`config.mk`:
```
export PLATFORM = sky130hd
export DESIGN_NAME = dbus_resp_route
export DESIGN_NICKNAME = d
export VERILOG_FILES = /design/src/hw/dbus_pkg.sv /design/src/hw/dbus_resp_route.sv
export VERILOG_INCLUDE_DIRS = /design/src /design/src/include
export SDC_FILE = /design/constraint.sdc
export NUM_CORES = 1
export LEC_CHECK = 0
export BUFFER_PORTS_ARGS = -buffer_cell sky130_fd_sc_hd__buf_2
export CELL_PAD_IN_SITES_DETAIL_PLACEMENT = 0
export CELL_PAD_IN_SITES_GLOBAL_PLACEMENT = 1
export CORE_MARGIN = 4
export CORE_UTILIZATION = 16
export DETAILED_ROUTE_END_ITERATION = 12
export PLACE_DENSITY_LB_ADDON = 0.1
export SLEW_MARGIN = 20
export SYNTH_ARGS = -nofsm -noshare
export SYNTH_HDL_FRONTEND = slang
export SYNTH_SLANG_ARGS = --single-unit
```
`constraint.sdc`:
```
create_clock -name vclk -period 1.2
set_input_delay 0.24 -clock vclk [all_inputs]
set_output_delay 0.24 -clock vclk [all_outputs]
set_load 0.02 [all_outputs]
```
`src/include/dbus_defines.svh`:
```
`ifndef DBUS_DEFINES_SVH
`define DBUS_DEFINES_SVH

// Cores on the bus, split evenly between the two memory ports
`define DBUS_NCORES 4

// Word address width, 256 words
`define DBUS_ADDRW 8

// Data word width
`define DBUS_XLEN 32

// One strobe bit per byte lane
`define DBUS_STRBW 4

`endif

```
`src/hw/dbus_pkg.sv`:
```
`include "dbus_defines.svh"

package dbus_pkg;

    // Port A serves the lower half of the cores, port B the upper half
    localparam int dbus_half = `DBUS_NCORES / 2;
    localparam int dbus_core_w = $clog2(`DBUS_NCORES);
    // Index of a core within its own port
    localparam int dbus_slot_w = (dbus_half > 1) ? $clog2(dbus_half) : 1;

    typedef enum logic [2:0] {
        OP_NONE  = 3'd0,
        OP_LOAD  = 3'd1,
        OP_STORE = 3'd2,
        OP_LR    = 3'd3,
        OP_SC    = 3'd4
    } dbus_op_e;

    typedef struct packed {
        dbus_op_e                op;
        logic [`DBUS_ADDRW-1:0]  addr;
        logic [`DBUS_XLEN-1:0]   wdata;
        logic [`DBUS_STRBW-1:0]  strb;
    } dbus_req_t;

    typedef struct packed {
        logic                    valid;
        logic [dbus_core_w-1:0]  core;
    } dbus_grant_t;

    typedef struct packed {
        logic                    re;
        logic                    we;
        logic [`DBUS_ADDRW-1:0]  addr;
        logic [`DBUS_XLEN-1:0]   wdata;
        logic [`DBUS_STRBW-1:0]  strb;
    } dbus_mem_cmd_t;

    // Return info, lines up with the registered memory read data
    typedef struct packed {
        logic                    valid;
        logic [dbus_core_w-1:0]  core;
        logic                    is_sc;
        logic                    sc_ok;
    } dbus_ret_t;

endpackage

```
`src/hw/dbus_resp_route.sv`:
```
`include "dbus_defines.svh"

module dbus_resp_route (
    input  dbus_pkg::dbus_ret_t                         ret_a_i,
    input  dbus_pkg::dbus_ret_t                         ret_b_i,
    input  logic [`DBUS_XLEN-1:0]                       rdata_a_i,
    input  logic [`DBUS_XLEN-1:0]                       rdata_b_i,
    output logic [`DBUS_NCORES-1:0][`DBUS_XLEN-1:0]     rdata_o
);
    import dbus_pkg::*;

    // SC reports zero on success and one on failure
    function automatic logic [`DBUS_XLEN-1:0] port_word(
        input dbus_ret_t             r,
        input logic [`DBUS_XLEN-1:0] d
    );
        if (r.is_sc) begin
            return {{(`DBUS_XLEN-1){1'b0}}, ~r.sc_ok};
        end
        return d;
    endfunction

    always_comb begin
        for (int i = 0; i < `DBUS_NCORES; i++) begin
            if (ret_a_i.valid && (ret_a_i.core == dbus_core_w'(i))) begin
                rdata_o[i] = port_word(ret_a_i, rdata_a_i);
            end else if (ret_b_i.valid && (ret_b_i.core == dbus_core_w'(i))) begin
                rdata_o[i] = port_word(ret_b_i, rdata_b_i);
            end else begin
                rdata_o[i] = '0;
            end
        end
    end

endmodule

```
# Word-level counts from Yosys, hierarchy flattened
# Index checks and enable logic that the tools add are counted.
[word_totals]
regBits = 0
in_bits = 74
output_inout_bits = 128
wordCells = 50
[op_classes]
eq_ne = 6
mux = 32
bitwise_logic = 2
reduce_logical = 10
[ops]
columns = ["cell", "n"]
rows = [
  ["32-bit two-way mux", 18],
  ["1-bit two-way mux", 14],
  ["2-bit equality test (second input constant)", 4],
  ["1-bit logical AND", 8],
  ["2-bit by 1-bit equality test with 1-bit output (second input constant)", 2],
  ["2-bit zero test", 2],
  ["1-bit inverter", 2],
]

# Longest topological paths before layout
[logic_depth]
depth_word = 7
mapped_depth = 5
ltp_nobuf = 3

# Worst setup path before layout
# Ideal clock, no wire load.
[synth_path]
path_type = "input to output"
from = "input ret_a_i[3] (netlist name)"
to = "output rdata_o[22] (netlist name)"
arrival_ns = 1.266
required_time_ns = 0.960
slack_ns = -0.306
path_stages = 4
n_path_buf = 2
path_cell_list = "or3b_1 -> buf_2 -> buf_6 -> o22ai_1"
[synth_rtl]
columns = ["item", "line_no", "source"]
rows = [
  ["start, declared", "dbus_resp_route.sv:4", "input dbus_pkg::dbus_ret_t ret_a_i,"],
  ["end, declared", "dbus_resp_route.sv:8", "output logic [`DBUS_NCORES-1:0][`DBUS_XLEN-1:0] rdata_o"],
]

==> results.yml <==
outcome:
  status: "finished, violations left"
  violations: "negative setup slack"
sta:
  clock.fmax_mhz: 605
  setup_viol: 128
  worst_pin_slew_ns: 0.561
  min_period_over_period_pct: 138
  rsz0062_at_grt: "yes"
  drv_slew: 0
  finalHoldWorstSlack_ns: 0.867
  worst_slack_ns: -0.452
  period_minus_slack_ns: 1.65
  slew_headroom_pct: 62.6
  hold_viol_final: 0
  tns_ns: -40.47
place:
  routabilityCongestion: 0.810
  post-dp-hpwl_mm: 8.20
  dp.cells: 560
  post_dp_cell_area_sq_um: 4020
  port_buffers: 202
  preCtsSetupSlack_ns: -0.497
route:
  routed_wl_mm: 12.9
  drtPass1Iterations: 4
  vias_per_cell: 5.35
  wire_per_inst_microns: 22.2
  drtIter0Drc: 44
  ant_nets: 0
  drcViolationCount: 0
  vias: 3105
cells_and_area:
  nFillCells: 598
  nFlopsAndLatches: 0
  post-route-util_pct: 72.1
  drive_gt1_share_pct: 97.7
  register_area_sq_um: 0
  multi_input_area_sq_um: 3320
  areaGrowthSynthToFinish_pct: 335
  postLayoutCellArea_sq_um: 6310
  layout.nets: 548
  nClkBuffers: 0
  n_antenna_cell: 0
  finalNonFillerCells: 580
global_route:
  grt_usage_pct: 23.1
  grt_first_pass_wirelength_mm: 19.3
  grt_pass1_vias: 3314
  antenna_found_initial: 0
  grt_max_degree: 33
  overflow: 0
critical_path:
  cp.required_ns: 0.96
  crit_path_max_fanout: 6
  end_kind: "output port"
  worstPathArrival_ns: 1.41
  critPathLaunchType: "input pin"
  critical_path_class: "in -> out"
synth:
  yosysWarnings: 0
  post-synth-top-area-fraction_pct: 55.2
  netlist.top_cell.by_area: "o22ai_1"
  netlist_area_sq_um: 1450
  avgSynthCellArea_sq_um: 6.20
  syn_inst: 234
  synth_fp_nets: 308
  synth.area.top_cells: "o22ai_1 55%, nand2b_1 27%, clkbuf_1 3.9%"
  synth_cell_types: 15
  yosysSeqAreaShare_pct: 0
floorplanning:
  initial_core_util_pct: 16.5
  die_h_microns: 103
  die_area_sq_um: 10700
  core_area_sq_um: 8760
  ioPinCount: 202
  rows: 34
  die_x_microns: 103
pwr:
  intPower_mw: 1.02
  seq_power_share_pct: 0
  switchingPower_mw: 1.15
  power_frac_clock_pct: 0
  ir_worst_vdd_mv: 0.227
  p_sw_share_pct: 53.0
  finalPower_mw: 2.18
  leakagePower_nw: 2.20
  p_comb_share_pct: 100.0
  power.density_nw_per_um2: 344
min_path:
  hp-class: "in -> out"
clock_network:
  ctsHoldBuffers: 0
run:
  maxCapViolations: 0
cell type report:
class | count | area share [%]
inverters | 2 | 0.119
well taps | 108 | 2.14
repair buffers | 269 | 45.2
multi-input cells | 201 | 52.5
synthesized netlist by cell type:
master and n:
o22ai_1 128, nand2b_1 62, clkbuf_1 15, buf_2 10
buf_4 3, buf_6 3, inv_1 2, mux2i_1 2
nand3b_1 2, nand4b_1 2, nand2_4 1, nand3_1 1
nand4_1 1, nor3b_1 1, or3b_1 1
power groups by stage:
stage	Combinational [mW]	Clock, mW	Sequential, mW
CTS	2.10	0	0
finish	2.18	0	0
detailed placement	1.42	0	0
global placement	1.42	0	0
floorplan	0.931	0	0
global route	2.28	0	0
layer usage:
metal / part of all wire, % / vias up / global-route usage (%)
met4: 0.82 / 0 / 1.49
met1: 40 / 1506 / 30.5
li1: - / 1468 / -
met5: 0 / - / 0
met2: 52 / 123 / 42.0
met3: 6.4 / 8 / 3.02
logic make-up (layout without fill, tap and decap cells):
logic type	Yosys count	in the layout	share of synthesized area, %
AND/OR/NAND/NOR	71	71	31.7
multiplexers	2	2	1.38
buffers and inverters	33	271	11.7
AO/OA/AOI/OAI	128	128	55.2
path summary, 6_finish.rpt:
path / start / endpoint / slack, ns / cells past startpoint
max: ret_a_i[3] / rdata_o[2] / -0.45 / 7
min: rdata_b_i[4] / rdata_o[36] / 0.87 / 4
critical path, cell delays in order:
cell	delay [ns]
buf_8	0.10
or3b_4	0.46
nand2_8	0.14
buf_12	0.12
buf_12	0.13
o22ai_4	0.07
buf_6	0.14
placed cells by master, fill, tap and decap left out:
cell type / Yosys / final
buf_8: 0 / 5
buf_12: 0 / 25
nand3_4: 0 / 1
nand3b_1: 2 / 2
nand2b_4: 0 / 24
o22ai_1: 128 / 1
buf_2: 10 / 73
o22ai_4: 0 / 125
o22ai_2: 0 / 2
buf_4: 3 / 24
nand4_1: 1 / 1
nand4b_1: 2 / 2
buf_16: 0 / 7
mux2i_2: 0 / 2
nor3b_2: 0 / 1
or3b_4: 0 / 1
nand2b_2: 0 / 35
bufbuf_16: 0 / 1
inv_1: 2 / 2
nand2_8: 0 / 1
nand2b_1: 62 / 3
buf_6: 3 / 134
repair_timing:
action / CTS / global route
buffers inserted: 11 / 2
setup endpoints to repair: 128 / 128
gates cloned: 12 / 0
resized for setup: 432 / 55
pin swaps: 84 / 30
Power figures use the tool's default switching activity.
