`config.mk`:
```
export PLATFORM = sky130hd
export DESIGN_NAME = dbus_access_ctrl
export DESIGN_NICKNAME = d
export VERILOG_FILES = /design/src/hw/dbus_pkg.sv /design/src/hw/dbus_access_ctrl.sv
export VERILOG_INCLUDE_DIRS = /design/src /design/src/include
export SDC_FILE = /design/constraint.sdc
export NUM_CORES = 1
export LEC_CHECK = 0
export ABC_AREA = 1
export BUFFER_PORTS_ARGS = -buffer_cell sky130_fd_sc_hd__buf_2
export CAP_MARGIN = 20
export CORE_UTILIZATION = 30
export CTS_CLUSTER_SIZE = 12
export DETAILED_ROUTE_END_ITERATION = 12
export SLEW_MARGIN = 40
export SYNTH_ARGS = -nofsm -noshare
export SYNTH_HDL_FRONTEND = slang
export SYNTH_SLANG_ARGS = --single-unit
```
`constraint.sdc`:
```
create_clock -name clk_i -period 2.25 [get_ports clk_i]
set_input_delay 0.1125 -clock clk_i [delete_from_list [all_inputs] [get_ports clk_i]]
set_output_delay 0.1125 -clock clk_i [all_outputs]
set_load 0.01 [all_outputs]
```
`src/include/dbus_defines.svh`:
```
`ifndef DBUS_DEFINES_SVH
`define DBUS_DEFINES_SVH

// Cores on the bus, split evenly between the two memory ports
`define DBUS_NCORES 4

// Word address width, 256 words
`define DBUS_ADDRW 8

// Data word width
`define DBUS_XLEN 32

// One strobe bit per byte lane
`define DBUS_STRBW 4

`endif

```
`src/hw/dbus_pkg.sv`:
```
`include "dbus_defines.svh"

package dbus_pkg;

    // Port A serves the lower half of the cores, port B the upper half
    localparam int dbus_half = `DBUS_NCORES / 2;
    localparam int dbus_core_w = $clog2(`DBUS_NCORES);
    // Index of a core within its own port
    localparam int dbus_slot_w = (dbus_half > 1) ? $clog2(dbus_half) : 1;

    typedef enum logic [2:0] {
        OP_NONE  = 3'd0,
        OP_LOAD  = 3'd1,
        OP_STORE = 3'd2,
        OP_LR    = 3'd3,
        OP_SC    = 3'd4
    } dbus_op_e;

    typedef struct packed {
        dbus_op_e                op;
        logic [`DBUS_ADDRW-1:0]  addr;
        logic [`DBUS_XLEN-1:0]   wdata;
        logic [`DBUS_STRBW-1:0]  strb;
    } dbus_req_t;

    typedef struct packed {
        logic                    valid;
        logic [dbus_core_w-1:0]  core;
    } dbus_grant_t;

    typedef struct packed {
        logic                    re;
        logic                    we;
        logic [`DBUS_ADDRW-1:0]  addr;
        logic [`DBUS_XLEN-1:0]   wdata;
        logic [`DBUS_STRBW-1:0]  strb;
    } dbus_mem_cmd_t;

    // Return info, lines up with the registered memory read data
    typedef struct packed {
        logic                    valid;
        logic [dbus_core_w-1:0]  core;
        logic                    is_sc;
        logic                    sc_ok;
    } dbus_ret_t;

endpackage

```
`src/hw/dbus_access_ctrl.sv`:
```
`include "dbus_defines.svh"

module dbus_access_ctrl (
    input  logic                                    clk_i,
    input  logic                                    reset_i,
    input  dbus_pkg::dbus_req_t [`DBUS_NCORES-1:0]  eff_req_i,
    input  dbus_pkg::dbus_grant_t                   grant_a_i,
    input  dbus_pkg::dbus_grant_t                   grant_b_i,
    output dbus_pkg::dbus_mem_cmd_t                 cmd_a_o,
    output dbus_pkg::dbus_mem_cmd_t                 cmd_b_o,
    output dbus_pkg::dbus_ret_t                     ret_a_o,
    output dbus_pkg::dbus_ret_t                     ret_b_o
);
    import dbus_pkg::*;

    logic [`DBUS_NCORES-1:0]                  resv_valid_q;
    logic [`DBUS_NCORES-1:0]                  resv_valid_d;
    logic [`DBUS_NCORES-1:0][`DBUS_ADDRW-1:0] resv_addr_q;
    logic [`DBUS_NCORES-1:0][`DBUS_ADDRW-1:0] resv_addr_d;
    dbus_req_t                                win_a;
    dbus_req_t                                win_b;

    // SC writes only while its own reservation still covers the word
    function automatic dbus_mem_cmd_t to_cmd(
        input dbus_grant_t            g,
        input dbus_req_t              r,
        input logic                   rv,
        input logic [`DBUS_ADDRW-1:0] ra
    );
        dbus_mem_cmd_t c;
        c       = '0;
        c.addr  = r.addr;
        c.wdata = r.wdata;
        c.strb  = r.strb;
        if (g.valid) begin
            case (r.op)
                OP_LOAD, OP_LR: c.re = 1'b1;
                OP_STORE:       c.we = 1'b1;
                OP_SC:          c.we = rv && (ra == r.addr);
                default:        c.re = 1'b0;
            endcase
        end
        return c;
    endfunction

    function automatic dbus_ret_t to_ret(
        input dbus_grant_t   g,
        input dbus_req_t     r,
        input dbus_mem_cmd_t c
    );
        dbus_ret_t t;
        t.valid = g.valid;
        t.core  = g.core;
        t.is_sc = g.valid && (r.op == OP_SC);
        t.sc_ok = t.is_sc && c.we;
        return t;
    endfunction

    assign win_a = eff_req_i[grant_a_i.core];
    assign win_b = eff_req_i[grant_b_i.core];

    assign cmd_a_o = to_cmd(grant_a_i, win_a, resv_valid_q[grant_a_i.core],
                            resv_addr_q[grant_a_i.core]);
    assign cmd_b_o = to_cmd(grant_b_i, win_b, resv_valid_q[grant_b_i.core],
                            resv_addr_q[grant_b_i.core]);

    // Ports never touch the same word in one cycle, so clears and sets
    // cannot collide
    always_comb begin
        resv_valid_d = resv_valid_q;
        resv_addr_d  = resv_addr_q;
        for (int i = 0; i < `DBUS_NCORES; i++) begin
            if ((cmd_a_o.we && (resv_addr_q[i] == cmd_a_o.addr)) ||
                (cmd_b_o.we && (resv_addr_q[i] == cmd_b_o.addr))) begin
                resv_valid_d[i] = 1'b0;
            end
        end
        if (grant_a_i.valid && (win_a.op == OP_LR)) begin
            resv_valid_d[grant_a_i.core] = 1'b1;
            resv_addr_d[grant_a_i.core]  = win_a.addr;
        end
        if (grant_b_i.valid && (win_b.op == OP_LR)) begin
            resv_valid_d[grant_b_i.core] = 1'b1;
            resv_addr_d[grant_b_i.core]  = win_b.addr;
        end
    end

    always_ff @(posedge clk_i) begin
        if (reset_i) begin
            resv_valid_q <= '0;
            ret_a_o      <= '0;
            ret_b_o      <= '0;
        end else begin
            resv_valid_q <= resv_valid_d;
            ret_a_o      <= to_ret(grant_a_i, win_a, cmd_a_o);
            ret_b_o      <= to_ret(grant_b_i, win_b, cmd_b_o);
        end
    end

    always_ff @(posedge clk_i) begin
        resv_addr_q <= resv_addr_d;
    end

endmodule

```
; Word level (Yosys, flattened, before mapping)
; Cells that the tools add are included.
[word_totals]
out_inout_bits = 102
reg_bits = 46
[classes]
mux = 36
eq_ne = 18
n_reduce_logical = 24
n_bitwise = 2
magnitude_cmp = 4
[ops]
columns = cell, count
row1 = binary-select mux 47 bit (select 2 bit), 2
row2 = two-way mux 47 bit, 2
row3 = == test 8 bit, 10
row4 = bitwise mux 32 bit, 2
row5 = two-way mux 32 bit, 2
row6 = binary-select mux 8 bit (select 2 bit), 2
row7 = demux 8 bit (select 2 bit), 2
row8 = two-way mux 8 bit, 4
row9 = logical AND 1 bit, 18
row10 = == test 3 x 2 -> 1 bit (second input constant), 4
row11 = two-way mux 1 bit, 10
row12 = two-way mux 4 bit, 2
row13 = bitwise OR 4 bit, 2
row14 = == test 3 x 1 -> 1 bit (second input constant), 2
row15 = == test 3 bit (second input constant), 2
row16 = less-than comparator 2 x 3 -> 1 bit (second input constant), 2
row17 = binary-select mux 1 bit (select 2 bit), 2
row18 = demux 1 bit (select 2 bit), 2
row19 = >= comparator 2 x 1 -> 1 bit (second input constant), 2
row20 = logical OR 1 bit, 4
row21 = two-way mux 2 bit, 2
row22 = one-hot mux 1 bit (2 select lines), 2
row23 = OR reduction 2 bit, 2

; Longest topological paths before layout
[depth]
ltp_word = 13
depth_mapped = 17
mapped_depth_nobuf = 15

; Worst setup path before layout
; Ideal clock, no wire load.
[synth_path]
path_kind = input -> register
start = input grant_b_i[0] (netlist bit)
end = register resv_addr_q[13] (netlist bit)
setup_ps = 133
path_slack_ps = 444
stages = 12
required_time_ps = 2117
path_buffers = 2
t_arrival_ps = 1672
path_cell_list = buf_2 > nor2_2 > nand2_1 > nand4_1 > nand2_1 > nor2_1 > nand2_1 > nor2_1 > inv_1 > clkbuf_1 > o211ai_1 > o21ai_0
[synth_rtl]
columns = element, line
row1 = from (decl), dbus_access_ctrl.sv:8  ; input dbus_pkg::dbus_grant_t grant_b_i,
row2 = to (signal assigned), dbus_access_ctrl.sv:101  ; resv_addr_q <= resv_addr_d;
row3 = to (decl), dbus_access_ctrl.sv:18  ; logic [`DBUS_NCORES-1:0][`DBUS_ADDRW-1:0] resv_addr_q;

==> metrics.yaml <==
area_growth_pct: 36.41
fp-row-count: 53
max_stage_delay_ns: 0.50
netlist_instances: 1167
cts.sinks: 46
skew_ns: 0.005167
regArea_sq_um: 927.1
critPathMaxFanout: 6
vias: 9470
critical_path.startpoint_type: "flip-flop"
yosys-top-cells-area: "nand2_1 23%, dfxtp_1 14%, o221ai_1 9.7%"
cp.arrival_ns: 2.01
final_common_cell: "nand2_1"
cp_slowest_cell: "dfxtp_1"
cp_top_family: "simple AND/OR/NAND/NOR gates"
ys_types: 31
syn_nets: 1363
hold_violations: 0
syn_area_per_cell_sq_um: 5.571
start_util_pct: 30.73
vdd_drop_max_mv: 0.4032
grt_pass1_wl_um: 51630
gp_congestion: 0.9850
maxSlewHeadroom_pct: 65.66
hold_class: "in -> reg"
drc: 0
synth-seq-cells: 46
first_pass_iters: 5
multi_input_area_sq_um: 4742
insertion_delay_ns: 0.29
core_area_sq_um: 21150
cp.buffers_inverters: 3
crit_path_cell_trace: "nand3_1, nand2_1, inv_1, nand2_1, nand2_1, nand2_1, nand2_1, nor2_1, nand3_1, nand2_1, nand2_1, inv_1, buf_2"
cts_hold_buf: 0
cts_tree: "yes"
outcome: "finished clean"
fp.dieH_um: 149.2
portBuffers: 297
tightestPinTransition_ns: 0.5145
drtIter0Drc: 801
netlist_area_sq_um: 6501
endpoint_kind: "primary output"
grt_pass1_vias: 8809
dp_cells: 1736
grt_max_degree: 39
detail-route-antenna-nets: 0
final.period_utilization_pct: 94.34
yosysSeqAreaShare_pct: 14.16
grt_overflow_total: 0
worstSetupPathType: "reg -> out"
antenna_found_initial: 8
power.density_nw_per_um2: 596.0
finalSetupViolCount: 0
avgRoutedWirePerCell_um: 19.86
routed_wl_um: 34870
die-area_sq_um: 22260
p_leak_nw: 4.855
ioPinCount: 298
drv_slew: 0
rsz0062_at_grt: "false"
crit_top_cell: "nand2_1"
grt_usage_pct: 30.50
root_buffer: "clkbuf_16"
yosys.area.top_type: "nand2_1"
cts_buffers: 5
clk_pin_slew_worst_paths_ns: 0.07
clock.fmax_mhz: 471.1
required_ns: 2.14
fin_nets: 1668
post-route-min-period_ns: 2.123
maxCapViolCount: 0
viasPerCell: 5.393
clockBufferDepth: 2
synth.top_cell.area_share_pct: 23.15
hpwl_um: 27760
stdcell_count: 1756
die_w_um: 149.2
tns_ns: 0
final_cell_mix: "397 x nand2_1, 294 x buf_2, 132 x inv_1, 94 x nor2_1"
nFillCells: 2352
drive_gt1_share_pct: 28.99
htreeDepth: 2
ys_warn_count: 0
==> cell families (layout without fill, tap and decap cells) <==
family                 Yosys count  in the layout  synth area share (%)
flip-flops                      46             46                 14.16
XOR/XNOR                        52             52                 7.005
buffers and inverters          219            525                 13.59
other                            0              8                     0
AND/OR/NAND/NOR                608            608                 38.61
AO/OA/AOI/OAI                  242            242                 26.64
==> worst register-to-register path: stages (launching register included) <==
cell and delay, ns:
dfxtp_1 0.50, nand3_1 0.12, nand2_1 0.09, inv_1 0.04, nand2_1 0.05, nand2_1 0.05, nand2_1 0.11, nand2_1 0.07
nor2_1 0.12, nand3_1 0.11, nand2_1 0.18, nand2_1 0.11, nor4_1 0.18
==> per-stage QoR <==
step	instance area (sq um)	setup slack (ns)	utilization [%]	hold slack (ns)	total power, mW
final	8869	0.1273	41.92	0.1516	5.286
after global routing	8869	0.005184	41.92	0.1443	5.696
after CTS	8775	0.03820	41.48	0.1490	5.222
after floorplan	6501	0.4444	-	0.1903	3.265
after global placement	8623	0.06866	40.76	0.4575	4.424
after detailed placement	8623	0.05444	40.76	0.4547	4.425
==> final timing paths <==
path,start,endpoint,slack [ns],cells after the start
worst min register to register,resv_valid_q[1],resv_valid_q[1],0.54,2
worst min-delay path,reset_i,ret_b_o[3],0.15,2
worst max register to register,resv_addr_q[9],ret_b_o[0],0.44,12
worst max-delay path,resv_addr_q[9],cmd_b_o[44],0.13,13
==> timing repair <==
action | CTS | global route
setup endpoints to repair | 0 | 2
resized for setup | 0 | 22
setup buffers | 0 | 4
==> flip-flops by register name (all words and copies together), names as in the netlist <==
register and count:
ret_b_o 5, resv_valid_q 4, ret_a_o 5, resv_addr_q 32
==> layout make-up <==
cell class | count | share of cell area, %
Sequential cell | 46 | 10.45
Clock buffer | 5 | 1.411
Clock inverter | 3 | 0.2963
Inverter | 137 | 5.827
Multi-Input combinational cell | 902 | 53.47
Timing Repair Buffer | 380 | 24.44
Tap cell | 275 | 3.880
Antenna cell | 8 | 0.2257
==> where the power goes <==
part           internal, mW  total, mW  switching, mW  leakage (nW)
Combinational          1.23       2.93           1.70          4.40
Clock                 0.425      0.790          0.365        0.0753
Sequential             1.08       1.57          0.486         0.384
==> per-layer routing <==
| metal | vias up | routed length, um | share of wire (%) | global-route usage (%) |
|---|---|---|---|---|
| li1 | 4502 | - | - | - |
| met1 | 4375 | 13880 | 40 | 38.84 |
| met2 | 515 | 16660 | 48 | 51.23 |
| met3 | 78 | 3127 | 9.0 | 4.587 |
| met4 | 0 | 1206 | 3.5 | 12.14 |
| met5 | - | 0 | 0 | 0 |
==> Yosys cell counts, drive strengths merged <==
cell type,n
nand2,405
o21ai,46
inv,137
o21a,1
dfxtp,46
a22oi,74
clkbuf,50
buf,32
xor2,45
a21oi,23
nor3,3
nand4,6
nor4,1
nand3b,1
or2,1
xnor2,7
nand3,79
o211ai,24
o221ai,72
nor2,112
o22ai,2
Power figures use the tool's default switching activity.
