File: src/include/dbus_defines.svh
`ifndef DBUS_DEFINES_SVH
`define DBUS_DEFINES_SVH

// Cores on the bus, split evenly between the two memory ports
`define DBUS_NCORES 4

// Word address width, 256 words
`define DBUS_ADDRW 8

// Data word width
`define DBUS_XLEN 32

// One strobe bit per byte lane
`define DBUS_STRBW 4

`endif

File: src/hw/dbus_pkg.sv
`include "dbus_defines.svh"

package dbus_pkg;

    // Port A serves the lower half of the cores, port B the upper half
    localparam int dbus_half = `DBUS_NCORES / 2;
    localparam int dbus_core_w = $clog2(`DBUS_NCORES);
    // Index of a core within its own port
    localparam int dbus_slot_w = (dbus_half > 1) ? $clog2(dbus_half) : 1;

    typedef enum logic [2:0] {
        OP_NONE  = 3'd0,
        OP_LOAD  = 3'd1,
        OP_STORE = 3'd2,
        OP_LR    = 3'd3,
        OP_SC    = 3'd4
    } dbus_op_e;

    typedef struct packed {
        dbus_op_e                op;
        logic [`DBUS_ADDRW-1:0]  addr;
        logic [`DBUS_XLEN-1:0]   wdata;
        logic [`DBUS_STRBW-1:0]  strb;
    } dbus_req_t;

    typedef struct packed {
        logic                    valid;
        logic [dbus_core_w-1:0]  core;
    } dbus_grant_t;

    typedef struct packed {
        logic                    re;
        logic                    we;
        logic [`DBUS_ADDRW-1:0]  addr;
        logic [`DBUS_XLEN-1:0]   wdata;
        logic [`DBUS_STRBW-1:0]  strb;
    } dbus_mem_cmd_t;

    // Return info, lines up with the registered memory read data
    typedef struct packed {
        logic                    valid;
        logic [dbus_core_w-1:0]  core;
        logic                    is_sc;
        logic                    sc_ok;
    } dbus_ret_t;

endpackage

File: src/hw/dbus_req_hold.sv
`include "dbus_defines.svh"

module dbus_req_hold (
    input  logic                                    clk_i,
    input  logic                                    reset_i,
    input  dbus_pkg::dbus_req_t [`DBUS_NCORES-1:0]  req_i,
    input  logic [`DBUS_NCORES-1:0]                 wait_i,
    output dbus_pkg::dbus_req_t [`DBUS_NCORES-1:0]  eff_req_o,
    output logic [`DBUS_NCORES-1:0]                 stall_o
);
    import dbus_pkg::*;

    logic [`DBUS_NCORES-1:0] pend_q;
    dbus_req_t [`DBUS_NCORES-1:0] hold_q;

    // A core stays pending for as long as the arbiter keeps it waiting
    always_ff @(posedge clk_i) begin
        if (reset_i) begin
            pend_q <= '0;
        end else begin
            pend_q <= wait_i;
        end
    end

    // Capture only on the first lost cycle, the live input is
    // ignored afterwards
    always_ff @(posedge clk_i) begin
        for (int i = 0; i < `DBUS_NCORES; i++) begin
            if (wait_i[i] && !pend_q[i]) begin
                hold_q[i] <= req_i[i];
            end
        end
    end

    always_comb begin
        for (int i = 0; i < `DBUS_NCORES; i++) begin
            if (pend_q[i]) begin
                eff_req_o[i] = hold_q[i];
            end else begin
                eff_req_o[i] = req_i[i];
            end
        end
    end

    // Pending flag doubles as the registered stall
    assign stall_o = pend_q;

endmodule

File: config.mk
export PLATFORM = sky130hd
export DESIGN_NAME = dbus_req_hold
export DESIGN_NICKNAME = d
export VERILOG_FILES = /design/src/hw/dbus_pkg.sv /design/src/hw/dbus_req_hold.sv
export VERILOG_INCLUDE_DIRS = /design/src /design/src/include
export SDC_FILE = /design/constraint.sdc
export NUM_CORES = 1
export LEC_CHECK = 0
export ABC_AREA = 1
export BUFFER_PORTS_ARGS = -buffer_cell sky130_fd_sc_hd__clkbuf_2
export CAP_MARGIN = 15
export CORE_AREA = 2 2 151 153
export CTS_BUF_LIST = sky130_fd_sc_hd__clkbuf_4
export CTS_CLUSTER_DIAMETER = 30
export CTS_CLUSTER_SIZE = 10
export DETAILED_ROUTE_END_ITERATION = 16
export DIE_AREA = 0 0 153 155
export GPL_TIMING_DRIVEN = 1
export PLACE_DENSITY_LB_ADDON = 0.05
export SLEW_MARGIN = 20
export SYNTH_ARGS = -nofsm -noshare
export SYNTH_HDL_FRONTEND = slang
export SYNTH_SLANG_ARGS = --single-unit
export TNS_END_PERCENT = 30
File: constraint.sdc
create_clock -name clk_i -period 4.08 [get_ports clk_i]
set_clock_uncertainty 0.05 [all_clocks]
set_input_delay 0.816 -clock clk_i [delete_from_list [all_inputs] [get_ports clk_i]]
set_output_delay 0.816 -clock clk_i [all_outputs]
set_load 0.01 [all_outputs]
Word-level counts from Yosys, hierarchy flattened
Index checks and enable logic that the tools add are counted.
W data, S select, Z words.
{"block": "totals", "ff_bits": 192, "in_bits": 194, "out_inout_bits": 192, "wordCells": 29}
{"block": "classes", "mux": 4, "reduce_logical": 8}
{"cell": "$mux W47", "count": 4}
{"cell": "$logic_and A1 B1 Y1", "count": 4}
{"cell": "$logic_not A1 Y1", "count": 4}

Depth between registers and ports, before layout
Gate-level depths: netlist of run 1.
{"block": "logic_depth", "ltp_word": 2, "depth_mapped": 5, "mapped_depth_nobuf": 3}

Least setup slack after synthesis of run 1
OpenSTA, ideal clock, no wires.
{"block": "synth_timing", "path_type": "input to register", "start": "in wait_i[0]", "end": "reg hold_q[0] in the netlist's numbering (enable)", "arrival_time_ns": 2.847, "setup_slack_ns": 0.730, "stages": 2, "n_path_buf": 0, "path_cell_list": "inv_1 -> nor2_1"}
{"block": "synth_via", "elab_chain_cells": 1}
{"element": "start, declared", "line": "dbus_req_hold.sv:7", "source": "input logic [`DBUS_NCORES-1:0] wait_i,"}
{"element": "$logic_and A1 B1 Y1", "line": "dbus_req_hold.sv:29", "source": "if (wait_i[i] && !pend_q[i]) begin"}
{"element": "end signal, assigned by index", "line": "dbus_req_hold.sv:30", "source": "hold_q[i] <= req_i[i];"}
{"element": "end, declared", "line": "dbus_req_hold.sv:14", "source": "dbus_req_t [`DBUS_NCORES-1:0] hold_q;"}
No other way between the ends.
A chain may end at the register's enable or synchronous reset.

==> out/results.tsv, run 1 <==
stage	metric	value	unit
logic_synthesis	most instantiated cells after synthesis	nand2_1 (564), edfxtp_1 (188), buf_2 (20), buf_4 (20), nor2_1 (8)	
route	Routed WL per cell	15.0	um
cts	CTS tree	yes	
logic_synthesis	most used flip-flop cell after synthesis	edfxtp_1	
global_route	initial antenna violation count	4	
logic_synthesis	async set-reset flop share out of synthesis	0	%
global_route	total gr overflow	0	
logic_synthesis	Synth Warn #	0	
sta	Max Slew Vio Count	0	
pwr	P_leak	5.33	nW
critical_path	Worst EP required	3210	ps
finish	final core utilization	47.7	%
route	vias per inst	4.36	
sta	Min Hold Slack	369	ps
floorplanning	core region area	22200	um^2
critical_path	worst r2r path cells	2	
place	DP Area	10300	um^2
sta	Fmax achieved	295	MHz
route	Vias	6483	
floorplanning	die height	155	um
place	gpl congestion	0.820	
global_route	global-route wire length before repair	33.6	mm
floorplanning	Chip Width	153	um
logic_synthesis	Yosys top cell area share	69.2	%
cts	setup bufs post-CTS	0	
route	drt first-iter violations	426	
floorplanning	# rows	55	
run_status	status	completed	
critical_path	worst path bufs/invs	2	
route	Post-Route WL	22.3	mm
place	Placed Cells	1450	
cts	Worst-path clk slew	180	ps
finish	Final Non-Filler Cells	1486	
sta	min cycle time layout	3390	ps
logic_synthesis	Syn Area/Cell	10.0	um^2
logic_synthesis	Mapped Cells	812	
finish	fin area	10600	um^2
logic_synthesis	Netlist cell types	8	
global_route	largest net degree at the start of global routing	51	
floorplanning	IO Count	386	
logic_synthesis	post-synthesis cell area	8150	um^2
critical_path	CP most frequent cell	nand2_1	
critical_path	Critical Path Fanout Max	50	
logic_synthesis	register area share after synthesis	70.2	%
place	I/O Buffers	385	
logic_synthesis	largest cells by area after synthesis	edfxtp_1 (69%), nand2_1 (26%), buf_4 (1.8%)	
route	post-route ant nets	0	
critical_path	R2R setup slack	1940	ps
cts	TritonCTS buffer count	17	
cts	number of gates resized after cts	0	
critical_path	kind of critical path	reg2out	
logic_synthesis	EDFF count, synth	188	
cts	H-tree depth	4	
logic_synthesis	most frequent cell after synthesis	nand2_1	
logic_synthesis	syn_nets	1006	
route	TritonRoute pass-1 iters	4	
worst_hold_path	worst hold start	req_i[178]	
finish	Synth-to-Final Area Change	30.0	%
logic_synthesis	Yosys top cell by area	edfxtp_1	
cts	CTS Buffer Depth	2	
critical_path	crit start category	flip-flop	
critical_path	crit-path cells	inv_2 > nand2_1 > nand2_1 > clkbuf_2	
global_route	GR Util All Layers	18.3	%
finish	layout cell share with drive strength beyond 1	36.1	%
finish	final net count	1378	
critical_path	RR Endpoint	hold_q[29]	
critical_path	CP peak stage delay	980	ps
logic_synthesis	#FFs+latches synth	192	
sta	RSZ-0062 raised after global routing	no	
cts	hold_buf cts	0	
sta	endpoints failing setup	0	
critical_path	reg2reg start	stall_o[0]	
cts	worst skew pair latency	550	ps
worst_hold_path	hold endpoint	hold_q[178]	
critical_path	crit-path leading delay family	flip-flops	
worst_hold_path	hold path cells	1	
sta	Fin. Hold Viols	0	
pwr	PD cells	384	nW/um^2
sta	relative slew slack	36.0	%
global_route	number of global-route vias before repair	6036	
floorplanning	starting density of the core	36.7	%
route	Post-route DRC	0	
job	number of max-cap violations	0	
sta	TNS Setup	0	ps
sta	Tcrit/Tclk final	83.2	%
cts	clk root buf	clkbuf_4	
worst_hold_path	Hold Path Class	in2reg	
critical_path	Worst setup EP type	primary output	
cts	# clock sinks	192	
critical_path	CP max stage cell	dfxtp_2	
floorplanning	die area	23700	um^2
place	hpwl dp	16.0	mm
sta	Slew @ Worst Pin	961	ps
critical_path	Worst Path Arrival	2530	ps
pwr	Max rail drop VDD	0.163	mV
[cell families after synthesis]
group | count (synthesis) | share of synthesized area, %
flip-flops | 192 | 70.2
AND/OR/NAND/NOR | 572 | 26.3
buffers and inverters | 48 | 3.44
[final cells by class]
class                   instances  area (um^2)
diodes                          4         10.0
clock buffers                  18          135
clock inverters                14          179
fillers                      2212        11600
inverters                       8         30.0
multi-input cells             572         2180
flip-flops and latches        192         5730
well taps                     285          357
repair buffers                393         1990
[worst max path at each step]
stage | startpoint | to | slack (ps) | cells past startpoint
finish | stall_o[0] | eff_req_o[0] | 690 | 4
global route | stall_o[0] | eff_req_o[0] | 370 | 4
CTS | stall_o[0] | eff_req_o[0] | 560 | 4
detailed placement | stall_o[0] | eff_req_o[0] | 1220 | 4
global placement | stall_o[0] | eff_req_o[0] | 1260 | 4
floorplan | wait_i[0] | hold_q[0] | 730 | 2
[worst register-to-register path: stages, from the launching register on]
cell,delay [ps]
dfxtp_2,640
nor2_4,780
buf_4,390
[report_power, final]
part | internal (mW) | switching, mW
registers | 2.29 | 0.0320
clock network | 0.446 | 0.680
logic | 0.237 | 0.385
[sequential cells by signal (all words and copies together) (netlist names)]
signal,cells
hold_q,188
stall_o,4
[per-layer routing]
metal  wire length (um)  part of all wire, %  track usage [%]  vias up
met5                  0                    0                0        -
met4                449                  2.0             5.38        0
met3               1990                  8.9             7.33       25
met2              10700                   48             30.1      244
met1               9080                   41             22.3     2828
li1                   -                    -                -     3386
[layout by cell type (no fill, tap or decap), drive strengths merged]
cell type | netlist | final
nand2 | 564 | 564
clkbuf | 0 | 403
edfxtp | 188 | 188
inv | 8 | 14
buf | 40 | 8
nor2 | 8 | 8
diode | 0 | 4
dfxtp | 4 | 4
bufinv | 0 | 3
clkinv | 0 | 3
clkinvlp | 0 | 2
[metrics by stage]
stage / worst slack, ps / total power [mW]
2_1_floorplan: 730 / 2.68
3_5_place_dp: 1220 / 3.00
5_1_grt: 369 / 4.28
4_1_cts: 563 / 4.13
3_3_place_gp: 1260 / 3.00
6_report: 686 / 4.07
Note: power is estimated with default switching activity, not from simulation.
==> inputs of run 2 (changes only) <==
ABC_AREA = 0   (was 1)
CORE_AREA = 2 2 148 150   (was 2 2 151 153)
DIE_AREA = 0 0 150 152   (was 0 0 153 155)
clock period = 3.2 ns   (was 4.08 ns; I/O delays follow)
==> run 2 against run 1 <==
- first-iteration DRC count decreased by 56%
- clock power increased by 32%
- largest power group unchanged
- critical endpoint is now eff_req_o[159]
- sequential power increased by 28%
- hold slack got worse by 160 ps
- power increased by 30%
- register-to-register slack got worse by 780 ps
- sequential cell count unchanged
- largest cell class unchanged
- area after synthesis increased by 2.5%
- critical path type unchanged
- combinational power increased by 33%
- wire length decreased by 9.5%
==> out/results.tsv, run 2 <==
stage	metric	value	unit
place	I/O Buffers	385	
global_route	total gr overflow	0	
finish	layout cell share with drive strength beyond 1	76.5	%
logic_synthesis	post-synthesis cell area	8350	um^2
route	Post-route DRC	0	
logic_synthesis	Netlist cell types	7	
pwr	P_leak	4.71	nW
logic_synthesis	most frequent cell after synthesis	edfxtp_1	
global_route	largest net degree at the start of global routing	36	
critical_path	Critical Path Fanout Max	27	
route	vias per inst	4.74	
cts	number of gates resized after cts	0	
sta	Max Slew Vio Count	0	
floorplanning	starting density of the core	39.1	%
finish	final net count	998	
cts	CTS tree	yes	
critical_path	crit-path leading delay family	flip-flops	
route	drt first-iter violations	186	
route	TritonRoute pass-1 iters	4	
critical_path	CP peak stage delay	840	ps
finish	commonest non-fill, non-tap cells in the layout	clkbuf_2 (385), edfxtp_1 (188), mux2_2 (112)	
logic_synthesis	Yosys top cell area share	67.6	%
logic_synthesis	Yosys top cell by area	edfxtp_1	
critical_path	Worst setup EP type	primary output	
global_route	global-route wire length before repair	30.5	mm
place	Placed Cells	1065	
logic_synthesis	largest cells by area after synthesis	edfxtp_1 (68%), mux2_2 (15%), mux2_4 (14%)	
worst_hold_path	Hold Path Class	in2reg	
cts	Worst-path clk slew	160	ps
route	Post-Route WL	20.1	mm
logic_synthesis	register area share after synthesis	68.5	%
logic_synthesis	EDFF count, synth	188	
cts	hold_buf cts	0	
finish	final core utilization	51.4	%
sta	RSZ-0062 raised after global routing	no	
run_status	status	completed	
finish	Reg with most FFs	hold_q	
floorplanning	# rows	54	
pwr	PD cells	483	nW/um^2
floorplanning	IO Count	386	
sta	Fin. Hold Viols	0	
logic_synthesis	async set-reset flop share out of synthesis	0	%
cts	CTS Buffer Depth	2	
cts	setup bufs post-CTS	0	
finish	max FFs per register	188	
route	Vias	5200	
critical_path	worst path bufs/invs	2	
job	number of max-cap violations	0	
logic_synthesis	most instantiated cells after synthesis	edfxtp_1 (188), mux2_2 (112), mux2_4 (76)	
floorplanning	die area	22800	um^2
sta	min cycle time layout	2940	ps
global_route	initial antenna violation count	1	
logic_synthesis	most used flip-flop cell after synthesis	edfxtp_1	
critical_path	Worst EP required	2510	ps
critical_path	Worst Path Arrival	2250	ps
sta	Tcrit/Tclk final	92.0	%
route	Routed WL per cell	18.3	um
cts	TritonCTS buffer count	17	
floorplanning	die height	152	um
sta	TNS Setup	0	ps
logic_synthesis	Mapped Cells	408	
floorplanning	Chip Width	150	um
logic_synthesis	#FFs+latches synth	192	
logic_synthesis	syn_nets	602	
sta	Fmax achieved	340	MHz
finish	Final Non-Filler Cells	1098	
cts	worst skew pair latency	530	ps
finish	leading cell type in the layout, fill and taps excluded	clkbuf_2	
place	dpl ws	817	ps
cts	# clock sinks	192	
sta	Slew @ Worst Pin	759	ps
floorplanning	core region area	21400	um^2
critical_path	crit-path cells	buf_4 > mux2_2 > clkbuf_2	
pwr	Max rail drop VDD	0.244	mV
sta	Final Worst Setup Slack	258	ps
route	post-route ant nets	0	
global_route	number of global-route vias before repair	5530	
cts	clk root buf	clkbuf_4	
place	gpl congestion	0.818	
critical_path	kind of critical path	reg2out	
logic_synthesis	Synth Warn #	0	
place	hpwl dp	15.8	mm
finish	Synth-to-Final Area Change	31.3	%
critical_path	crit start category	flip-flop	
critical_path	CP max stage cell	dfxtp_2	
cts	H-tree depth	4	
sta	relative slew slack	49.3	%
global_route	GR Util All Layers	17.6	%
logic_synthesis	Syn Area/Cell	20.5	um^2
sta	endpoints failing setup	0	
-- run 2: cell types whose count changed after synthesis, sizes merged --
cell	delta
buf	-20
nor2	-8
mux2	+188
inv	-8
nand2	-564
nor2b	+8
-- run 2: cell families (layout without fill, tap and decap cells) --
group / count (synthesis) / count (layout) / synth area share (%)
AND/OR/NAND/NOR: 8 / 8 / 0.599
buffers and inverters: 20 / 429 / 2.10
flip-flops: 192 / 192 / 68.5
other: 0 / 1 / 0
multiplexers: 188 / 188 / 28.8
-- run 2: path summary, 6_finish.rpt --
check             startpoint              to  slack, ps  cells past startpoint
setup / recovery  stall_o[3]  eff_req_o[159]        260                      3
hold / removal    req_i[103]     hold_q[103]        210                      1
setup reg to reg  stall_o[1]      hold_q[63]       1160                      3
hold reg to reg   stall_o[0]       hold_q[1]       1070                      1
-- run 2: power by group --
part	internal (mW)	switching (mW)	leakage (nW)	total [mW]
sequential	2.92	0.0632	1.84	2.98
combinational	0.438	0.388	2.70	0.826
clock	0.658	0.832	0.178	1.49
-- run 2: final cells by class --
cell class                      instances  area, um^2
Timing Repair Buffer                  397        2050
Fill cell                            1836       10400
Clock inverter                         13         201
Sequential cell                       192        5730
Antenna cell                            1        2.50
Tap cell                              280         350
Multi-Input combinational cell        196        2480
Clock buffer                           19         143
-- run 2: metal layers --
metal	vias to the layer above	part of all wire (%)	global-route usage, %
met1	2524	36	19.0
met5	-	0	0
met3	23	10	7.09
li1	2411	-	-
met2	242	51	30.8
met4	0	2.2	6.56
-- run 2: through the flow --
| step | cell area [um^2] | total power, mW | hold slack (ps) |
|---|---|---|---|
| after floorplan | 8360 | 3.47 | 662 |
| after global placement | 10600 | 3.87 | 782 |
| after detailed placement | 10600 | 3.88 | 783 |
| after CTS | 11000 | 5.40 | 131 |
| after global routing | 11000 | 5.55 | 118 |
| final | 11000 | 5.30 | 212 |
