### config.mk
export PLATFORM = sky130hd
export DESIGN_NAME = dbus_arbiter
export DESIGN_NICKNAME = d
export VERILOG_FILES = /design/src/hw/dbus_pkg.sv /design/src/hw/dbus_arbiter.sv
export VERILOG_INCLUDE_DIRS = /design/src /design/src/include
export SDC_FILE = /design/constraint.sdc
export NUM_CORES = 1
export LEC_CHECK = 0
export BUFFER_PORTS_ARGS = -buffer_cell sky130_fd_sc_hd__buf_2
export CAP_MARGIN = 20
export CELL_PAD_IN_SITES_DETAIL_PLACEMENT = 0
export CELL_PAD_IN_SITES_GLOBAL_PLACEMENT = 2
export CORE_ASPECT_RATIO = 0.5
export CORE_MARGIN = 2
export CORE_UTILIZATION = 10
export CTS_BUF_LIST = sky130_fd_sc_hd__clkbuf_8
export DETAILED_ROUTE_END_ITERATION = 10
export GPL_ROUTABILITY_DRIVEN = 0
export GPL_TIMING_DRIVEN = 0
export PLACE_DENSITY = 0.95
export REMOVE_ABC_BUFFERS = 1
export SLEW_MARGIN = 30
export SYNTH_ARGS = -nofsm -noshare
export SYNTH_HDL_FRONTEND = slang
export SYNTH_SLANG_ARGS = --single-unit
### constraint.sdc
create_clock -name clk_i -period 2.3 [get_ports clk_i]
set_clock_uncertainty 0.15 [all_clocks]
set_input_delay 0.115 -clock clk_i [delete_from_list [all_inputs] [get_ports clk_i]]
set_output_delay 0.115 -clock clk_i [all_outputs]
set_load 0.1 [all_outputs]
### src/include/dbus_defines.svh
`ifndef DBUS_DEFINES_SVH
`define DBUS_DEFINES_SVH

// Cores on the bus, split evenly between the two memory ports
`define DBUS_NCORES 4

// Word address width, 256 words
`define DBUS_ADDRW 8

// Data word width
`define DBUS_XLEN 32

// One strobe bit per byte lane
`define DBUS_STRBW 4

`endif

### src/hw/dbus_pkg.sv
`include "dbus_defines.svh"

package dbus_pkg;

    // Port A serves the lower half of the cores, port B the upper half
    localparam int dbus_half = `DBUS_NCORES / 2;
    localparam int dbus_core_w = $clog2(`DBUS_NCORES);
    // Index of a core within its own port
    localparam int dbus_slot_w = (dbus_half > 1) ? $clog2(dbus_half) : 1;

    typedef enum logic [2:0] {
        OP_NONE  = 3'd0,
        OP_LOAD  = 3'd1,
        OP_STORE = 3'd2,
        OP_LR    = 3'd3,
        OP_SC    = 3'd4
    } dbus_op_e;

    typedef struct packed {
        dbus_op_e                op;
        logic [`DBUS_ADDRW-1:0]  addr;
        logic [`DBUS_XLEN-1:0]   wdata;
        logic [`DBUS_STRBW-1:0]  strb;
    } dbus_req_t;

    typedef struct packed {
        logic                    valid;
        logic [dbus_core_w-1:0]  core;
    } dbus_grant_t;

    typedef struct packed {
        logic                    re;
        logic                    we;
        logic [`DBUS_ADDRW-1:0]  addr;
        logic [`DBUS_XLEN-1:0]   wdata;
        logic [`DBUS_STRBW-1:0]  strb;
    } dbus_mem_cmd_t;

    // Return info, lines up with the registered memory read data
    typedef struct packed {
        logic                    valid;
        logic [dbus_core_w-1:0]  core;
        logic                    is_sc;
        logic                    sc_ok;
    } dbus_ret_t;

endpackage

### src/hw/dbus_arbiter.sv
`include "dbus_defines.svh"

module dbus_arbiter (
    input  logic                                    clk_i,
    input  logic                                    reset_i,
    input  dbus_pkg::dbus_req_t [`DBUS_NCORES-1:0]  eff_req_i,
    output dbus_pkg::dbus_grant_t                   grant_a_o,
    output dbus_pkg::dbus_grant_t                   grant_b_o,
    output logic [`DBUS_NCORES-1:0]                 wait_o
);
    import dbus_pkg::*;

    logic [dbus_slot_w-1:0]  ptr_a_q;
    logic [dbus_slot_w-1:0]  ptr_b_q;
    logic [`DBUS_NCORES-1:0] active;
    logic [`DBUS_NCORES-1:0] granted;
    dbus_grant_t             pick_a;
    dbus_grant_t             pick_b;
    logic                    same_addr;

    // First requester at or after the pointer, within one port
    function automatic dbus_grant_t rr_pick(
        input logic [dbus_half-1:0]   reqs,
        input logic [dbus_slot_w-1:0] ptr,
        input logic [dbus_core_w-1:0] base
    );
        dbus_grant_t            g;
        logic [dbus_slot_w-1:0] idx;
        g = '0;
        for (int k = 0; k < dbus_half; k++) begin
            idx = ptr + dbus_slot_w'(k);
            if (reqs[idx] && !g.valid) begin
                g.valid = 1'b1;
                g.core  = base + dbus_core_w'(idx);
            end
        end
        return g;
    endfunction

    always_comb begin
        for (int i = 0; i < `DBUS_NCORES; i++) begin
            active[i] = (eff_req_i[i].op != OP_NONE);
        end
    end

    assign pick_a = rr_pick(active[dbus_half-1:0], ptr_a_q, '0);
    assign pick_b = rr_pick(active[`DBUS_NCORES-1:dbus_half], ptr_b_q,
                            dbus_core_w'(dbus_half));

    // Port A has priority on a shared word
    assign same_addr = pick_a.valid && pick_b.valid &&
                       (eff_req_i[pick_a.core].addr == eff_req_i[pick_b.core].addr);

    always_comb begin
        grant_a_o = pick_a;
        grant_b_o = pick_b;
        if (same_addr) begin
            grant_b_o.valid = 1'b0;
        end
    end

    always_comb begin
        granted = '0;
        if (grant_a_o.valid) begin
            granted[grant_a_o.core] = 1'b1;
        end
        if (grant_b_o.valid) begin
            granted[grant_b_o.core] = 1'b1;
        end
    end

    assign wait_o = active & ~granted;

    // Pointers move one past the final winner of each port
    always_ff @(posedge clk_i) begin
        if (reset_i) begin
            ptr_a_q <= '0;
            ptr_b_q <= '0;
        end else begin
            if (grant_a_o.valid) begin
                ptr_a_q <= grant_a_o.core[dbus_slot_w-1:0] + dbus_slot_w'(1);
            end
            if (grant_b_o.valid) begin
                ptr_b_q <= grant_b_o.core[dbus_slot_w-1:0] + dbus_slot_w'(1);
            end
        end
    end

endmodule

==> Word-level counts from Yosys, hierarchy flattened <==
Cells that the tools add are included.
{ "word_totals": {"wordCells": 55, "out_inout_bits": 10, "register_bits": 2} }
{ "classes": {"order_cmp": 8, "n_reduce_logical": 12, "addsub": 6, "bitwise": 3, "muxes": 23, "n_eq_ne": 1} }
{ "op_table": {"columns": ["operator", "count"], "rows": [
  ["$bmux W47 S2", 2],
  ["$mux W44", 2],
  ["$mux W3", 4],
  ["$reduce_bool A3 Y1", 4],
  ["$mux W1", 11],
  ["$eq A8 B8 Y1", 1],
  ["$lt A1 B2 Y1 const B", 4],
  ["$mux W4", 2],
  ["$logic_and A1 B1 Y1", 6],
  ["$lt A2 B3 Y1 const B", 2],
  ["$add A1 B1 Y1 const B", 4],
  ["$add A2 B1 Y2 const A", 2],
  ["$and A4 B4 Y4", 1],
  ["$demux W1 S2", 2],
  ["$ge A2 B1 Y1 const B", 2],
  ["$not A4 Y4", 1],
  ["$or A4 B4 Y4", 1],
  ["$logic_not A1 Y1", 2]
]} }

==> Logic depth before layout (Yosys ltp) <==
Gate-level depths: netlist of the first run.
{ "logic_depth": {"word_depth": 16, "mapped_depth": 8} }

==> Least setup slack after synthesis of the first run <==
No wires, ideal clock.
{ "synth_timing": {"path_kind": "input-to-output", "start": "input port eff_req_i[140] in the netlist's numbering", "end": "output port wait_o[2]", "path_buffers": 1, "t_arrival_ns": 3.356, "path_slack_ns": -1.321, "cell_stages": 8, "required_ns": 2.035, "path_cell_list": "nor3_4 -> buf_6 -> nand2_2 -> o221ai_1 -> xor2_1 -> nor4_2 -> nand3_2 -> a21oi_1"} }
{ "synth_rtl": {"columns": ["element", "line_no", "text"], "rows": [
  ["start: declaration", "dbus_arbiter.sv:6", "input dbus_pkg::dbus_req_t [`DBUS_NCORES-1:0] eff_req_i,"],
  ["end: declaration", "dbus_arbiter.sv:9", "output logic [`DBUS_NCORES-1:0] wait_o"]
]} }

==> Worst setup path after layout of the first run <==
{ "layout_timing": {"start": "register ptr_b_q", "end": "output port wait_o[3]"} }
{ "layout_between": {"elab_chain_len": 14, "word_cells_on_any_way": 26, "classes_between": "add/sub: 3; order compare: 2; eq/ne: 1; mux: 12; bitwise: 3; reduce/logical: 5"} }
{ "layout_rtl": {"columns": ["element", "line_no", "text"], "rows": [
  ["start: declaration", "dbus_arbiter.sv:14", "logic [dbus_slot_w-1:0] ptr_b_q;"],
  ["start signal: assignment", "dbus_arbiter.sv:84", "ptr_b_q <= grant_b_o.core[dbus_slot_w-1:0] + dbus_slot_w'(1);"],
  ["$mux W1 (implied by the code) (2 in series)", "dbus_arbiter.sv:32", "if (reqs[idx] && !g.valid) begin"],
  ["$mux W3", "dbus_arbiter.sv:32", null],
  ["$logic_not A1 Y1", "dbus_arbiter.sv:32", null],
  ["$logic_and A1 B1 Y1", "dbus_arbiter.sv:32", null],
  ["$mux W3 *", "dbus_arbiter.sv:32", null],
  ["$lt A2 B3 Y1 (implied by the code) (tied with other cells)", "dbus_arbiter.sv:68", "granted[grant_b_o.core] = 1'b1;"],
  ["$logic_and A1 B1 Y1 (implied by the code) / $mux W44 (equally long branches)", "dbus_arbiter.sv:68, dbus_arbiter.sv:52", null],
  ["$mux W1 (implied by the code) / $eq A8 B8 Y1 (equally long branches)", "dbus_arbiter.sv:68, dbus_arbiter.sv:52", null],
  ["$demux W1 S2 / $logic_and A1 B1 Y1 (equally long branches)", "dbus_arbiter.sv:68, dbus_arbiter.sv:51", null],
  ["$or A4 B4 Y4 (no line) / $mux W1 (equally long branches)", null, null],
  ["$mux W4 *", "dbus_arbiter.sv:67", "if (grant_b_o.valid) begin"],
  ["$not A4 Y4 *", "dbus_arbiter.sv:72", "assign wait_o = active & ~granted;"],
  ["$and A4 B4 Y4 *", "dbus_arbiter.sv:72", null]
]} }
Mark *: on every way between the ends. The rest lies on a longest branch, timed or not. The select of a mux whose other input is x is not followed.

==> results of run 1 <==
[per-layer routing]
metal  wire length, um  part of all wire [%]
met1               805                    34
met2              1399                    59
met3               131                   5.5
met4                28                   1.2
met5                 0                     0
[kinds of logic after synthesis]
logic type	share of synthesized area [%]
other	0.5994
XOR/XNOR	12.60
AND/OR/NAND/NOR	34.80
multiplexers	11.20
buffers and inverters	6.600
flip-flops	6.400
AO/OA/AOI/OAI	27.80
[timing repair]
item	in CTS	in global routing
pin swaps	6	10
endpoints found under the hold margin	1	0
cloned	0	0
gates resized for setup	22	1
setup buffers	4	4
endpoints found under the setup margin	3	3
hold buffers	1	0
[synthesized netlist by cell type, types with 2 or more instances]
library cell	count	share of area [%]
or3_1	8	8.0
mux2i_1	7	11
o221ai_1	7	9.8
xor2_1	7	9.8
nor3_4	4	10
a21oi_1	3	2.4
nor2_1	3	1.8
dfxtp_1	2	6.4
inv_1	2	1.2
nor2b_1	2	2.0
xnor2_1	2	2.8
[power breakdown]
group          total [mW]  switching, mW  internal (mW)
Clock               0.141         0.0305          0.111
Combinational       0.541          0.328          0.213
Sequential         0.0567         0.0122         0.0445
Total               0.739          0.371          0.369
[sequential cells by signal, summed over array words and instances (netlist names)]
signal and count:
ptr_b_q 1, ptr_a_q 1
[stage by stage]
stage	setup TNS, ns	power [mW]	std cells	util (%)
2_1_floorplan	-3.610	0.4010	66	-
3_3_place_gp	-1.313	0.4934	208	16.05
3_5_place_dp	-1.567	0.5026	208	16.05
4_1_cts	-0.6054	0.7270	216	19.17
5_1_grt	-0.9479	0.7833	220	19.77
6_report	-0.5597	0.7391	220	19.77
[worst min path at each step]
stage                       start       to  slack (ns)  depth (start not counted)
floorplan                 reset_i  ptr_a_q        0.04                          1
global placement          reset_i  ptr_a_q        0.16                          2
detailed placement        reset_i  ptr_a_q        0.17                          2
CTS                 eff_req_i[93]  ptr_a_q        0.13                          4
global route        eff_req_i[93]  ptr_a_q        0.17                          4
finish              eff_req_i[93]  ptr_a_q        0.13                          4
[worst max-delay path, cell delays in order, from the launching register on]
cell and delay [ns]:
dfxtp_4 0.35, o31a_1 0.18, or3_1 0.40, o221ai_2 0.08, xor2_1 0.10, nor4_2 0.25
buf_4 0.16, nand3_4 0.11, a21oi_4 0.21, buf_12 0.19
[layout make-up]
cell class / instances / area (um2)
Timing Repair Buffer: 63 / 397.9
Multi-Input combinational cell: 62 / 596.8
Fill cell: 694 / 4858
Tap cell: 88 / 110.1
Inverter: 2 / 7.507
Sequential cell: 2 / 43.79
Clock buffer: 3 / 41.29
==> metrics.cfg, run 1 <==
[run_status]
outcome = finished, violations left
violations_in_the_final_reports = negative setup slack

[drt]
drt-wirelength-per-cell_um = 10.75
vias_post_dr = 802
drt_first_iter_violations = 36
drt-vias-per-instance = 3.645
number_of_routed_nets_with_antenna_violations = 0
drt_wl_total_mm = 2.364
drcViolationCount = 0
first_pass_iters = 3

[pwr]
power_dens_cells_nw_per_um2 = 617.3
max_ir_drop_vdd_mv = 0.1571
leakagePower_nw = 0.5372

[grt]
grt_start_max_net_pins = 11
grt_util_met2_pct = 13.78
global_route.overflow_total = 0
grt_antenna_before_repair = 0
grt_use_met1_pct = 6.031
first_global_vias = 819
groute.usage.overall_pct = 6.551
busiest_layer = met2
grt_pass1_wl_mm = 3.553
globalRouteMet3Util_pct = 2.637

[floorplanning]
boundaryPins = 200
dieArea_um2 = 6943
die_w_um = 115.9
fp-row-count = 20
effective_utilization_at_floorplan_pct = 10.33
placeableCoreArea_um2 = 6056
chipHeight_um = 59.93

[timing]
min_period_over_period_pct = 109.2
rsz0062_at_grt = yes
hold_ws_ns = 0.1289
worst_slack_ns = -0.2123
drv_slew = 0
timing_hold_violations_final = 0
maxClockFrequency_mhz = 398.0
period_needed_ns = 2.512
setup_violations = 3

[critical_path]
required_time_of_the_critical_path_ns = 2.04
worst-path-max-fanout = 8
regToRegStartpoint = ptr_b_q
setup.worst_path.end = wait_o[3]
critical_path_sink_type = output port
worstSetupStartpointType = register
worstSetupStartpoint = ptr_b_q
critical_path.reg2reg.endpoint = ptr_b_q
worst-endpoint-arrival_ns = 2.25
worstSetupPathType = register to output port
r2r.worst_path.cells = 10
r2r_slack_ns = 0.16

[clocking]
tritoncts_num_sinks = 2
numCtsBuffers = 3
clockRootBuffer = clkbuf_8
h-tree-depth = 1
clkSlewWorstSetupHoldPaths_ns = 0.03
clock_insertion_delay_worst_skew_ns = 0.22
clockBufferDepth = 2
cts_tree = built

[logic_synthesis]
synth_cell_types = 33
netlist_instances = 69
dominantRegCellSynth = dfxtp_1
seq_area_frac_synth_pct = 6.400
postSynthRegisterBits = 2
synthArstFlopShare_pct = 0
synth.avg_cell_area_um2 = 9.067
synth_edf_count = 0
synth-warning-count = 0
syn_area_um2 = 625.6

[final_layout]
final_area_um2 = 1197
final_nets = 324
final_common_cell = buf_2
ratio_of_cells_with_drive_above_1_in_the_final_layout_pct = 64.39
diodes = 0
area_delta_synth_final_pct = 91.40
mostFrequentLayoutCells = buf_2 (51), or3_1 (8), mux2i_1 (7), xor2_1 (7), buf_4 (7)

[place]
post-place-ws_ns = -0.5583
post-dp-hpwl_mm = 1.839
io_buffer_count = 54
dpl-instance-area_um2 = 972.2

[min_path]
hold_path_class = primary input to register

[flow_run]
drv.max_cap_violation_count = 0

Power figures use the tool's default switching activity.
==> inputs of run 2 (changes only) <==
- CTS_BUF_LIST: sky130_fd_sc_hd__clkbuf_8 -> default
==> run 2 against run 1 <==
The run still ends with negative setup slack left. Critical path depth unchanged. Final cell count unchanged. Die area unchanged. Design area up 2.8%. Register-to-register slack about the same. Flip-flop and latch count unchanged. Global-route usage up 0.11 points. Sequential share of layout area down 0.10 points. Non-clock buffer count unchanged. Fmax up 0.29%. Critical endpoint unchanged.
==> metrics.cfg, run 2 (same netlist as run 1, synthesis figures left out) <==
[final_layout]
mostFrequentLayoutCells = buf_2 (51), or3_1 (8), mux2i_1 (7), xor2_1 (7), buf_4 (7)  ; unchanged
ratio_of_cells_with_drive_above_1_in_the_final_layout_pct = 64.39  ; unchanged
register_area_um2 = 43.79  ; unchanged
final_area_um2 = 1231  ; was 1197 um2
final_common_cell = buf_2  ; unchanged
diodes = 0  ; unchanged
area_delta_synth_final_pct = 96.80  ; was 91.40%
final_nets = 324  ; unchanged
footprint_of_the_multi_input_gates_um2 = 596.8  ; unchanged
largest_registers = ptr_a_q (1), ptr_b_q (1)  ; unchanged
final.fill_count = 693  ; was 694

[timing]
period_needed_ns = 2.505  ; was 2.512 ns
timing_hold_violations_final = 0  ; unchanged
min_period_over_period_pct = 108.9  ; was 109.2%
setup_violations = 3  ; unchanged
drv_slew = 0  ; unchanged
maxClockFrequency_mhz = 399.2  ; was 398.0 MHz
worst_slack_ns = -0.2049  ; was -0.2123 ns
rsz0062_at_grt = yes  ; unchanged

[flow_run]
drv.max_cap_violation_count = 0  ; unchanged

[drt]
drt-vias-per-instance = 3.591  ; was 3.645
first_pass_iters = 3  ; unchanged
drt_wl_total_mm = 2.297  ; was 2.364 mm
vias_post_dr = 790  ; was 802
number_of_routed_nets_with_antenna_violations = 0  ; unchanged
drcViolationCount = 0  ; unchanged
drt-wirelength-per-cell_um = 10.44  ; was 10.75 um
drt_first_iter_violations = 26  ; was 36

[grt]
grt_pass1_wl_mm = 3.532  ; was 3.553 mm
first_global_vias = 820  ; was 819
globalRouteMet3Util_pct = 2.840  ; was 2.637%
groute.usage.overall_pct = 6.661  ; was 6.551%
grt_use_met1_pct = 5.971  ; was 6.031%
busiest_layer = met2  ; unchanged
grt_start_max_net_pins = 11  ; unchanged
grt_antenna_before_repair = 0  ; unchanged
global_route.overflow_total = 0  ; unchanged
grt_util_met2_pct = 13.28  ; was 13.78%

[clocking]
numCtsBuffers = 3  ; unchanged
h-tree-depth = 1  ; unchanged
clock_insertion_delay_worst_skew_ns = 0.22  ; about the same
clkSlewWorstSetupHoldPaths_ns = 0.03  ; about the same
tritoncts_num_sinks = 2  ; unchanged
clockRootBuffer = clkbuf_16  ; was clkbuf_8
cts_tree = built  ; unchanged
clockBufferDepth = 2  ; unchanged

[floorplanning]
chipHeight_um = 59.93  ; unchanged
fp-row-count = 20  ; unchanged
dieArea_um2 = 6943  ; unchanged
die_w_um = 115.9  ; unchanged
placeableCoreArea_um2 = 6056  ; unchanged
boundaryPins = 200  ; unchanged
effective_utilization_at_floorplan_pct = 10.33  ; unchanged

[place]
dpl-instance-area_um2 = 972.2  ; unchanged
io_buffer_count = 54  ; unchanged
post-place-ws_ns = -0.5583  ; unchanged
post-dp-hpwl_mm = 1.839  ; unchanged

[run_status]
violations_in_the_final_reports = negative setup slack  ; unchanged
outcome = finished, violations left  ; unchanged

[pwr]
leakagePower_nw = 0.5526  ; was 0.5372 nW
max_ir_drop_vdd_mv = 0.2154  ; was 0.1571 mV
total_power_mw = 0.8592  ; was 0.7391 mW
power_dens_cells_nw_per_um2 = 697.9  ; was 617.3 nW/um2

[min_path]
hold_path_class = primary input to register  ; unchanged
worstHoldPathCells = 4  ; unchanged
hold_path_startpoint = eff_req_i[93]  ; unchanged
min_to = ptr_a_q  ; unchanged

[critical_path]
critical_path_sink_type = output port  ; unchanged
worstSetupStartpointType = register  ; unchanged
critical_path.cell_chain = o31a_1 > or3_1 > o221ai_2 > xor2_1 > nor4_2 > buf_4 > nand3_4 > a21oi_4 > buf_12  ; unchanged
worst-endpoint-arrival_ns = 2.24  ; was 2.25 ns
regToRegStartpoint = ptr_b_q  ; unchanged
max_stage_delay_ns = 0.40  ; about the same
slowest_stage = or3_1  ; unchanged
required_time_of_the_critical_path_ns = 2.04  ; about the same
worstSetupPathType = register to output port  ; unchanged
worst-path-max-fanout = 8  ; unchanged
r2r_slack_ns = 0.17  ; was 0.16 ns
critical_path.reg2reg.endpoint = ptr_b_q  ; unchanged
worstSetupStartpoint = ptr_b_q  ; unchanged
r2r.worst_path.cells = 10  ; unchanged

## run 2: cell counts in the layout (fill, tap and decap cells not counted)
No cell type changed its count.
## run 2: layout make-up
type / instances / area share [%]
Multi-Input combinational cell: 62 / 48.48
Timing Repair Buffer: 63 / 32.32
Tap cell: 88 / 8.943
Clock buffer: 3 / 6.098
Sequential cell: 2 / 3.557
Inverter: 2 / 0.6098
## run 2: repair_timing
action | 4_1_cts | 5_1_grt
hold buffers | 1 | 0
resized for setup | 22 | 1
pin swaps | 6 | 10
setup buffers | 4 | 4
endpoints found under the setup margin | 3 | 3
endpoints found under the hold margin | 1 | 0
## run 2: power breakdown
group	switching, mW	leakage [nW]	internal [mW]	total, mW
logic	0.325	0.498	0.213	0.538
registers	0.0115	0.0172	0.0444	0.0560
clock network	0.0438	0.0370	0.222	0.265
## run 2: per-layer routing
metal	wire length (um)	vias up
li1	-	399
met1	770	375
met2	1341	12
met3	152	4
met4	31	0
met5	0	-
## run 2: worst max-delay path, delay by kind of cell, from the launching register on
| family | cells | cell delay [ns] |
|---|---|---|
| AOI/OAI and AO/OA | 3 | 0.46 |
| xor gates and xnor gates | 1 | 0.10 |
| and+or+nand+nor | 3 | 0.76 |
| buffers and inverters | 2 | 0.35 |
| DFF | 1 | 0.35 |
## run 2: worst max path at each step
stage	to	slack, ns	cells after the start
2_1_floorplan	wait_o[2]	-1.39	7
3_3_place_gp	wait_o[3]	-0.48	9
3_5_place_dp	wait_o[3]	-0.56	9
4_1_cts	wait_o[3]	-0.21	9
5_1_grt	wait_o[3]	-0.34	9
6_report	wait_o[3]	-0.20	9
## run 2: through the flow
| step | instances | hold slack (ns) | util (%) | setup TNS [ns] |
|---|---|---|---|---|
| after floorplan | 66 | 0.03738 | - | -3.610 |
| after global placement | 208 | 0.1616 | 16.05 | -1.313 |
| after detailed placement | 208 | 0.1700 | 16.05 | -1.567 |
| after CTS | 216 | 0.1240 | 19.73 | -0.6297 |
| after global routing | 220 | 0.1610 | 20.33 | -0.9451 |
| final | 220 | 0.1201 | 20.33 | -0.5615 |
